## src/pa_defines.svh

```systemverilog
`ifndef PA_DEFINES_SVH
`define PA_DEFINES_SVH

// data word width, bit 0 is the msb
`define PA_WORD_W 16

// one half of an address word
// used by the comparator and by arz
`define PA_HALF_W 8

// increment applied to AR by arm4
`define PA_AR_STEP 4

`endif

```

## src/pa_word_pkg.sv

```systemverilog
`include "pa_defines.svh"

package pa_word_pkg;

	// data word, msb first
	typedef logic [0:`PA_WORD_W-1] word_t;

	// adder flags, spare bit kept for a later overflow flag
	typedef struct packed {
		logic carry;
		logic j;
		logic zsum;
		logic spare;
	} alu_flags_t;

	// address word split into halves
	typedef struct packed {
		logic [0:`PA_HALF_W-1] hi;
		logic [0:`PA_HALF_W-1] lo;
	} addr_t;

endpackage

```

## src/pa_ctl_pkg.sv

```systemverilog
package pa_ctl_pkg;

	// W bus sources
	typedef enum logic [2:0] {
		w_ir, w_kl, w_rdt, w_ki, w_at, w_ac, w_a, w_none
	} w_sel_e;

	// A bus sources
	typedef enum logic [2:0] {
		a_l, a_ir_short, a_ar, a_ic, a_zero
	} a_sel_e;

	typedef enum logic [2:0] {
		op_add, op_sub, op_and, op_or, op_xor, op_pass_a, op_pass_ac, op_inc_a
	} alu_op_e;

	typedef struct packed {
		alu_op_e op;
		logic cin;
	} alu_ctl_t;

	// strobes and register write controls from the microcontrol
	typedef struct packed {
		logic strob1;
		logic strob2;
		logic as2;
		logic w_ac;
		logic w_ar;
		logic arp1;
		logic arm4;
		logic w_ic;
		logic icp1;
		logic off;
	} reg_strb_t;

endpackage

```

## src/bus_w.sv

```systemverilog
`timescale 1ns/1ns
`include "pa_defines.svh"

module bus_w
	import pa_word_pkg::*, pa_ctl_pkg::*;
(
	input w_sel_e w_sel,
	input word_t ir,
	input word_t kl,
	input word_t rdt,
	input word_t bus_ki,
	input word_t at,
	input word_t ac,
	input word_t a,
	output word_t w
);

	always_comb begin
		case (w_sel)
			// low byte of IR only, upper half cleared
			w_ir: w = {{`PA_HALF_W{1'b0}}, ir[`PA_HALF_W:`PA_WORD_W-1]};
			w_kl: w = kl;
			w_rdt: w = rdt;
			w_ki: w = bus_ki;
			w_at: w = at;
			w_ac: w = ac;
			w_a: w = a;
			// idle bus
			w_none: w = '0;
			default: w = '0;
		endcase
	end

endmodule

```

## src/bus_a.sv

```systemverilog
`timescale 1ns/1ns
`include "pa_defines.svh"

module bus_a
	import pa_word_pkg::*, pa_ctl_pkg::*;
(
	input a_sel_e a_sel,
	input word_t l,
	input word_t ir,
	input word_t ar,
	input word_t ic,
	output word_t a
);

	// width of the short argument field in IR
	localparam int SHORT_W = 6;

	logic sign;

	// short argument sign sits just above the field
	assign sign = ir[`PA_WORD_W-SHORT_W-1];

	always_comb begin
		case (a_sel)
			a_l: a = l;
			a_ir_short: a = {{(`PA_WORD_W-SHORT_W){sign}}, ir[`PA_WORD_W-SHORT_W:`PA_WORD_W-1]};
			a_ar: a = ar;
			a_ic: a = ic;
			a_zero: a = '0;
			default: a = '0;
		endcase
	end

endmodule

```

## src/alu.sv

```systemverilog
`timescale 1ns/1ns
`include "pa_defines.svh"

module alu
	import pa_word_pkg::*, pa_ctl_pkg::*;
(
	input word_t a,
	input word_t ac,
	input alu_ctl_t alu_ctl,
	output word_t f,
	output alu_flags_t flags
);

	// operands widened by one bit to catch the carry out of bit 0
	logic [`PA_WORD_W:0] a_x;
	logic [`PA_WORD_W:0] ac_x;
	logic [`PA_WORD_W:0] cin_x;
	logic [`PA_WORD_W:0] sum;

	assign a_x = {1'b0, a};
	assign ac_x = {1'b0, ac};
	assign cin_x = {{`PA_WORD_W{1'b0}}, alu_ctl.cin};

	always_comb begin
		case (alu_ctl.op)
			op_add: sum = a_x + ac_x + cin_x;
			// a + ~ac + 1, carry set means no borrow
			op_sub: sum = a_x + {1'b0, ~ac} + 1'b1;
			op_and: sum = {1'b0, a & ac};
			op_or: sum = {1'b0, a | ac};
			op_xor: sum = {1'b0, a ^ ac};
			op_pass_a: sum = a_x;
			op_pass_ac: sum = ac_x;
			op_inc_a: sum = a_x + 1'b1;
			default: sum = '0;
		endcase
	end

	assign f = sum[`PA_WORD_W-1:0];

	// carry only from the arithmetic ops
	always_comb begin
		case (alu_ctl.op)
			op_add, op_sub, op_inc_a: flags.carry = sum[`PA_WORD_W];
			default: flags.carry = 1'b0;
		endcase
	end

	assign flags.j = &f;
	assign flags.zsum = ~|f;
	// reserved
	assign flags.spare = 1'b0;

endmodule

```

## src/at.sv

```systemverilog
`timescale 1ns/1ns

module at
	import pa_word_pkg::*;
(
	input __clk,
	input arst_n,
	input load,
	input shift,
	input sl,
	input word_t f,
	output word_t at
);

	always_ff @(posedge __clk or negedge arst_n) begin
		if (!arst_n) begin
			at <= '0;
		end else if (load) begin
			at <= f;
		end else if (shift) begin
			// right shift, sl enters the msb
			at <= {sl, at[0:$bits(word_t)-2]};
		end
	end

endmodule

```

## src/ar.sv

```systemverilog
`timescale 1ns/1ns
`include "pa_defines.svh"

module ar
	import pa_word_pkg::*;
(
	input __clk,
	input arst_n,
	input load,
	input inc1,
	input inc4,
	input word_t w,
	output word_t ar
);

	// wraps modulo 2^16
	always_ff @(posedge __clk or negedge arst_n) begin
		if (!arst_n) begin
			ar <= '0;
		end else if (load) begin
			ar <= w;
		end else if (inc1) begin
			ar <= ar + word_t'(1);
		end else if (inc4) begin
			ar <= ar + word_t'(`PA_AR_STEP);
		end
	end

endmodule

```

## src/ic.sv

```systemverilog
`timescale 1ns/1ns

module ic
	import pa_word_pkg::*;
(
	input __clk,
	input arst_n,
	input clr,
	input load,
	input inc1,
	input word_t w,
	output word_t ic
);

	// clr wins over a load in the same cycle
	always_ff @(posedge __clk or negedge arst_n) begin
		if (!arst_n) begin
			ic <= '0;
		end else if (clr) begin
			ic <= '0;
		end else if (load) begin
			ic <= w;
		end else if (inc1) begin
			ic <= ic + word_t'(1);
		end
	end

endmodule

```

## src/pa.sv

```systemverilog
`timescale 1ns/1ns
`include "pa_defines.svh"

module pa
	import pa_word_pkg::*, pa_ctl_pkg::*;
(
	input __clk,
	input arst_n,
	input word_t ir,
	input word_t kl,
	input word_t rdt,
	input word_t bus_ki,
	input word_t l,
	input w_sel_e w_sel,
	input a_sel_e a_sel,
	input alu_ctl_t alu_ctl,
	input reg_strb_t strb,
	input w_dt,
	input wx,
	input eat0,
	input axy,
	input ar_ad,
	input ic_ad,
	input barnb,
	input apb,
	input amb,
	input am1,
	input ap1,
	output word_t w,
	output word_t ddt,
	output word_t dad,
	output alu_flags_t flags,
	output logic s0,
	output logic s_1,
	output logic zs,
	output logic wzi,
	output logic exx,
	output logic exy,
	output logic at15,
	output logic arz,
	output logic zga
);

	word_t a;
	word_t f;
	word_t ac;
	word_t at;
	word_t ar;
	word_t ic;
	addr_t ar_half;
	addr_t kl_half;
	addr_t dad_half;
	logic stroba;
	logic strobb;
	logic w_strobe;
	logic sign_sel;

	// first strobe in the as2-low phase, second in the as2-high phase
	assign stroba = strb.strob1 & ~strb.as2;
	assign strobb = strb.strob2 & strb.as2;
	assign w_strobe = stroba | strobb;

	bus_a bus_a_i (.a_sel(a_sel), .l(l), .ir(ir), .ar(ar), .ic(ic), .a(a));

	alu alu_i (.a(a), .ac(ac), .alu_ctl(alu_ctl), .f(f), .flags(flags));

	bus_w bus_w_i (
		.w_sel(w_sel), .ir(ir), .kl(kl), .rdt(rdt), .bus_ki(bus_ki),
		.at(at), .ac(ac), .a(a), .w(w)
	);

	at at_i (
		.__clk(__clk), .arst_n(arst_n), .load(strb.as2 & strb.strob1),
		.shift(wx & ~strb.as2 & strb.strob1), .sl(eat0), .f(f), .at(at)
	);

	ar ar_i (
		.__clk(__clk), .arst_n(arst_n), .load(strb.w_ar & w_strobe),
		.inc1(strb.arp1 & stroba), .inc4(strb.arm4 & stroba), .w(w), .ar(ar)
	);

	ic ic_i (
		.__clk(__clk), .arst_n(arst_n), .clr(strb.off), .load(strb.w_ic & w_strobe),
		.inc1(strb.icp1 & strb.strob1), .w(w), .ic(ic)
	);

	always_ff @(posedge __clk or negedge arst_n) begin
		if (!arst_n) begin
			ac <= '0;
			wzi <= 1'b0;
		end else begin
			if (strb.w_ac & w_strobe) begin
				ac <= w;
			end
			// adder zero flag
			if (strb.as2 & strb.strob1) begin
				wzi <= zs;
			end
		end
	end

	assign s0 = f[0];
	assign exx = ir[6] ? a[15] : a[0];
	assign exy = axy ? at[15] : a[0];
	assign at15 = at[15];

	// extended sign
	assign sign_sel = (~a[0] & am1) | ((ac[0] ^ a[0]) & apb) |
		(~(ac[0] ^ a[0]) & amb) | (a[0] & ap1);
	assign s_1 = sign_sel ^ flags.carry;
	assign zs = ~s_1 & flags.zsum;

	assign ddt = w_dt ? w : '0;
	assign dad = (ar & {$bits(word_t){ar_ad}}) | (ic & {$bits(word_t){ic_ad}});

	assign ar_half = ar;
	assign arz = |ar_half.hi;

	// breakpoint compare, msb of the high half replaced by barnb
	assign kl_half = kl;
	assign dad_half = dad;
	assign zga = (kl_half.hi == {barnb, dad_half.hi[1:`PA_HALF_W-1]}) &&
		(kl_half.lo == dad_half.lo);

endmodule

```

## config.mk

```make
export PLATFORM = sky130hd
export DESIGN_NAME = pa
export DESIGN_NICKNAME = d
export VERILOG_FILES = /design/src/pa_word_pkg.sv /design/src/pa_ctl_pkg.sv /design/src/bus_w.sv /design/src/bus_a.sv /design/src/alu.sv /design/src/at.sv /design/src/ar.sv /design/src/ic.sv /design/src/pa.sv
export VERILOG_INCLUDE_DIRS = /design/src /design/src/src
export SDC_FILE = /design/constraint.sdc
export NUM_CORES = 1
export LEC_CHECK = 0
export ABC_AREA = 1
export BUFFER_PORTS_ARGS = -buffer_cell sky130_fd_sc_hd__buf_2
export CAP_MARGIN = 20
export CORE_MARGIN = 2
export CORE_UTILIZATION = 62
export CTS_CLUSTER_SIZE = 24
export DETAILED_ROUTE_END_ITERATION = 8
export HOLD_SLACK_MARGIN = 0.12
export PLACE_DENSITY_LB_ADDON = 0.08
export SYNTH_ARGS = -nofsm -noshare
export SYNTH_HDL_FRONTEND = slang
export SYNTH_SLANG_ARGS = --single-unit
```

## constraint.sdc

```tcl
create_clock -name __clk -period 6.3 [get_ports __clk]
set_input_delay 0.945 -clock __clk [delete_from_list [all_inputs] [get_ports __clk]]
set_output_delay 0.945 -clock __clk [all_outputs]
set_load 0.05 [all_outputs]
```

Word level (Yosys, flattened, before mapping)
Cells that the tools add are included.

Bits in registers: 65.

Bitwise operators: 33. Multiplexer cells: 15. Reductions and logical operators: 12. Add/sub/neg operators: 8. Equal/unequal tests: 19.

Operator list (count): $mux W16 (9); $pmux W17 S8 (1); $pmux W16 S8 (1); $pmux W16 S4 (1); $and A16 B16 Y16 (3); $add A16 B16 Y17 (2); $add A16 B1 Y16 const B (2); $or A16 B16 Y16 (2); $eq A3 B3 Y1 const B (8); $eq A3 B2 Y1 const B (6); $add A16 B1 Y17 const B (1); $add A17 B1 Y17 (1); $add A17 B1 Y17 const B (1); $add A16 B3 Y16 const B (1); $and A1 B1 Y1 (16); $eq A8 B8 Y1 (2); $not A16 Y16 (1); $reduce_and A16 Y1 (1); $reduce_or A16 Y1 (1); $xor A16 B16 Y16 (1); $eq A3 B1 Y1 const B (3); $logic_not A3 Y1 (3); $reduce_or A8 Y1 (1); $reduce_bool A3 Y1 (2); other kinds (8) (17).

Longest topological paths before layout
Word-level depth: 10. Depth in mapped cells: 25. Depth with buffers taken out: 24.

Modules after synthesis
Synthesis repeated with hierarchy kept, for this count alone.

Cells, all modules: 1841. Area total of the unflattened synthesis: 10456.3 µm².

By module, submodules not included: alu (times used 1, sequential area each 0.0 µm², cells an instance 748, area each 3862.5 µm²); pa (times used 1, sequential area each 425.4 µm², cells an instance 229, area each 1508.9 µm²); ar (times used 1, sequential area each 400.4 µm², cells an instance 195, area each 1291.2 µm²); ic (times used 1, sequential area each 400.4 µm², cells an instance 180, area each 1206.2 µm²); bus_w (times used 1, sequential area each 0.0 µm², cells an instance 239, area each 1112.3 µm²); at (times used 1, sequential area each 400.4 µm², cells an instance 88, area each 762.0 µm²); bus_a (times used 1, sequential area each 0.0 µm², cells an instance 162, area each 713.2 µm²).

Worst setup path after synthesis
No wires, ideal clock.

Kind: input-to-output. Start point: input port ic_ad. End point: output port zga. Slack: 1.016 ns. Cell stages on the path: 6. Required time: 5.355 ns. Arrival: 4.339 ns. Path buffers: 1. Path through: inv_1 clkbuf_1 o21ai_0 o2bb2ai_1 nor4_1 nor4b_1.

Word-level cells in the longest chain between the ends: 4. Elaborated cells on any way between the ends: 5.

RTL lines: start: declaration (RTL line pa.sv:23) `input ic_ad,`; $and A16 B16 Y16 (RTL line pa.sv:114) `assign dad = (ar & {$bits(word_t){ar_ad}}) | (ic & {$bits(word_t){ic_ad}});`; $or A16 B16 Y16 (RTL line pa.sv:114); via dad[3] (RTL line pa.sv:31) `output word_t dad,`; $eq A8 B8 Y1 (RTL line pa.sv:123) `(kl_half.lo == dad_half.lo);`; $logic_and A1 B1 Y1 (RTL line pa.sv:122) `` assign zga = (kl_half.hi == {barnb, dad_half.hi[1:`PA_HALF_W-1]}) && ``; end: declaration (RTL line pa.sv:41) `output logic zga`.

The timed path passes the listed nets, and every way through them passes these cells.

Worst setup path after layout
Start point: input port a_sel[1]. End point: output port zs.

Word-level cells in the longest chain between the ends: 10. Elaborated cells on any way between the ends: 30.

RTL lines: start: declaration (RTL line pa.sv:15) `input a_sel_e a_sel,`; $eq A3 B2 Y1 (tied with other cells) (RTL line bus_a.sv:24) `case (a_sel)`; $pmux W16 S4 * (RTL line bus_a.sv:24); parallel branches: the longest is 7 deep, another holds $add A16 B16 Y17; $and A1 B1 Y1 * (RTL line pa.sv:111) `assign zs = ~s_1 & flags.zsum;`; end: declaration (RTL line pa.sv:35) `output logic zs,`.

Every way passes the cells marked *.

==> impl_metrics.py <==
metrics = {
    "run_status": {
        "status": "completed",
    },
    "finish": {
        "fin_area_mm2": 0.00997,
        "area_growth_syn_to_layout_pct": 13.5,
        "final_net_count": 1727,
        "layout-drive-gt1-share": 0.174,
        "final_core_util": 0.718,
    },
    "clock_tree": {
        "clk_pin_slew_ps": 50,
        "hold_buffers": 0,
        "post_cts_buffers": 0,
        "cts.path.max_buffers": 2,
        "tritoncts": "yes",
        "clk_latency_ps": 340,
        "clockRootBuffer": "clkbuf_16",
        "cts_resized": 0,
        "clkSinkCount": 65,
        "cts.htree.levels": 3,
        "cts_buffers": 9,
    },
    "timing": {
        "slew_headroom": 0.414,
        "setup_ws_ps": 539,
        "hold_viol_final": 0,
        "final.setup_skew_ps": 4.41,
        "hold_ws_ps": 479,
        "finalCriticalPeriod_ps": 5760,
        "period_share": 0.914,
        "setup_viol": 0,
        "tns_ps": 0,
        "maxSlewViolCount": 0,
        "worstMarginPinSlew_ps": 878,
        "grt_setup_unrepaired": "no",
        "clock.fmax_ghz": 0.174,
    },
    "detailed_routing": {
        "ant_nets": 0,
        "post_drt_wl_per_cell_um": 19.0,
        "first_iter_violations": 1282,
        "drt-pass1-iter-count": 6,
        "drc": 0,
        "vias": 10900,
        "viasPerCell": 6.23,
        "wl_um": 33200,
    },
    "floorplanning": {
        "rows": 43,
        "io_pins": 174,
        "dieWidth_um": 123,
        "initial_core_util": 0.633,
        "die-area_mm2": 0.0151,
        "die_y_um": 123,
        "coreArea_mm2": 0.0139,
    },
    "placement": {
        "dp_hpwl_um": 26400,
        "gp_congestion": 0.990,
        "port_buffers": 165,
        "post-place-ws_ps": 644,
        "placed_area_mm2": 0.00968,
    },
    "synthesis": {
        "async_reset_ff_frac": 1.00,
        "synth_xor_area_frac": 0.0209,
        "syn_inst": 1421,
        "synth-edff-count": 0,
        "ys_warn_count": 0,
        "ys_types": 64,
        "ys_seq_area_frac": 0.185,
        "ys_seq_elements": 65,
        "synth-compound-area-share": 0.227,
        "syn-num-nets": 1587,
        "synthMuxAreaShare": 0,
        "synth_ff_type": "dfrtp_1",
        "synth-simple-area-share": 0.364,
        "synth_fa_ha_area_frac": 0.0763,
        "synth_top_family_by_area": "simple AND/OR/NAND/NOR gates",
        "syn_area_per_cell_um2": 6.18,
        "syn_area_mm2": 0.00878,
    },
    "job": {
        "max_cap_violations": 0,
    },
    "critical_path": {
        "path_common_cell": "inv_1",
        "r2r_slack_ps": 2980,
        "critPathKind": "input pin to primary output",
        "cp_data_required_time_ps": 5350,
        "worstPathArrival_ps": 4820,
        "endpoint_kind": "primary output",
        "cp_slowest_cell": "ha_1",
        "worstPathCellList": "buf_2 > nor2_8 > nand3_2 > o21ai_1 > nor2_2 > inv_1 > ha_1 > inv_1 > nor2_1 > inv_1 > or2_2 > nand3_1 > a21oi_1 > nand2_1 > nand2_1 > nand3_1 > nand2_1 > nor2_2 > nand3_1 > nor2_2 > inv_1 > nor3_2 > buf_2",
        "worstPathMaxFanout": 19,
        "max_stage_delay_ps": 440,
        "cp-start-kind": "input pin",
    },
    "global_routing": {
        "grt_usage": 0.436,
        "grt-ovfl-total": 0,
        "grt_pass1_wl_um": 51000,
        "antenna_found_initial": 1,
        "grt_start_max_net_pins": 66,
        "grt_pass1_vias": 9707,
    },
    "worst_hold_path": {
        "hold_class": "flop to flop",
    },
    "power": {
        "ir_drop_mv": 0.202,
        "leakage_nw": 5.13,
        "power_density_mw_per_mm2": 246,
    },
}
cell type report:
| type | count | area [µm²] |
|---|---|---|
| multi-input combinational | 1081 | 6060 |
| fill | 1256 | 3910 |
| sequential | 65 | 1630 |
| timing repair buffer | 175 | 905 |
| inverter | 229 | 867 |
| clock buffer | 13 | 250 |
| tap | 180 | 225 |
| clock inverter | 3 | 40.0 |
| antenna | 1 | 2.50 |
worst max-delay path, delay by kind of cell:
| family | cells | cell delay, ps |
|---|---|---|
| fa+ha+maj | 1 | 440 |
| buf+inv | 6 | 1150 |
| compound gates | 2 | 220 |
| simple gates | 14 | 2030 |
layer usage:
layer,part of all wire,vias to the layer above,global-route usage
li1,-,5063,-
met1,0.38,4950,0.558
met2,0.46,746,0.714
met5,0,-,0
met4,0.054,0,0.224
met3,0.11,133,0.0660
report_power, final:
part,internal (mW),switching (mW)
sequential,0.498,0.0822
clock,0.316,0.188
combinational,0.390,0.974
sequential cells by signal, indices dropped and copies added (netlist names):
register	count
wzi	1
ar_i.ar	16
at_i.at	16
ic_i.ic	16
ac	16
Yosys cell counts, types with 2 or more instances:
cell type,n,area (µm²)
a31oi_1,7,43.8
xor2_1,15,131
a221oi_1,7,61.3
nand4_1,26,163
nor4_1,11,68.8
nand3b_1,4,30.0
o21ai_0,111,556
a21oi_2,2,17.5
nand2_2,16,100
nand3_1,108,541
ha_1,52,651
nand2_4,2,22.5
a21oi_1,61,305
o22ai_1,50,313
nand3_4,2,35.0
clkbuf_1,29,109
or2_2,6,37.5
buf_4,2,15.0
inv_1,215,807
nor2_2,7,43.8
nand3_2,8,80.1
o221ai_1,11,96.3
nand4_2,2,25.0
nor2_4,13,146
buf_6,6,67.6
dfrtp_1,65,1630
o21ai_1,11,55.1
a21boi_1,3,22.5
o311ai_0,4,35.0
nor2_1,150,563
buf_2,7,35.0
a211oi_1,10,75.1
o21ai_2,3,26.3
nor3_1,18,90.1
o31ai_1,2,15.0
inv_2,11,41.3
o211ai_1,9,67.6
a22oi_1,13,97.6
nor2_8,3,60.1
nand2_1,296,1110
nor3_2,2,20.0
o2111ai_1,14,123
xnor2_1,6,52.6
per-stage QoR:
stage | cells | power, mW
global route | 1746 | 2.59
global placement | 1729 | 1.88
CTS | 1746 | 2.41
finish | 1747 | 2.45
floorplan | 1421 | 1.54
detailed placement | 1730 | 1.90
cell families after synthesis:
family          Yosys count
compound gates          327
xor+xnor                 21
simple gates            679
other cells               1
fa+ha+maj                53
flops                    65
buf+inv                 275
path summary, 6_finish.rpt:
path | startpoint | endpoint | cells past startpoint
worst max register to register | ar_i.ar[8] | wzi | 20
max in group asynchronous | arst_n | ac[15] | 2
worst min register to register | wzi | wzi | 2
worst min-delay path | wzi | wzi | 2
min in group asynchronous | arst_n | ar_i.ar[1] | 2
worst max-delay path | a_sel[1] | zs | 23
layout by cell type (no fill, tap or decap), types with 13 or more instances in the layout:
cell,netlist,layout
buf_2,7,165
inv_1,215,215
dfrtp_1,65,65
nor2_4,13,13
a21oi_1,61,61
nor2_1,150,150
nand3_1,108,108
a22oi_1,13,13
o2111ai_1,14,14
ha_1,52,52
o22ai_1,50,50
nor3_1,18,16
nand2_2,16,16
nand4_1,26,26
nand2_1,296,296
xor2_1,15,15
o21ai_0,111,111
Power figures use the tool's default switching activity.
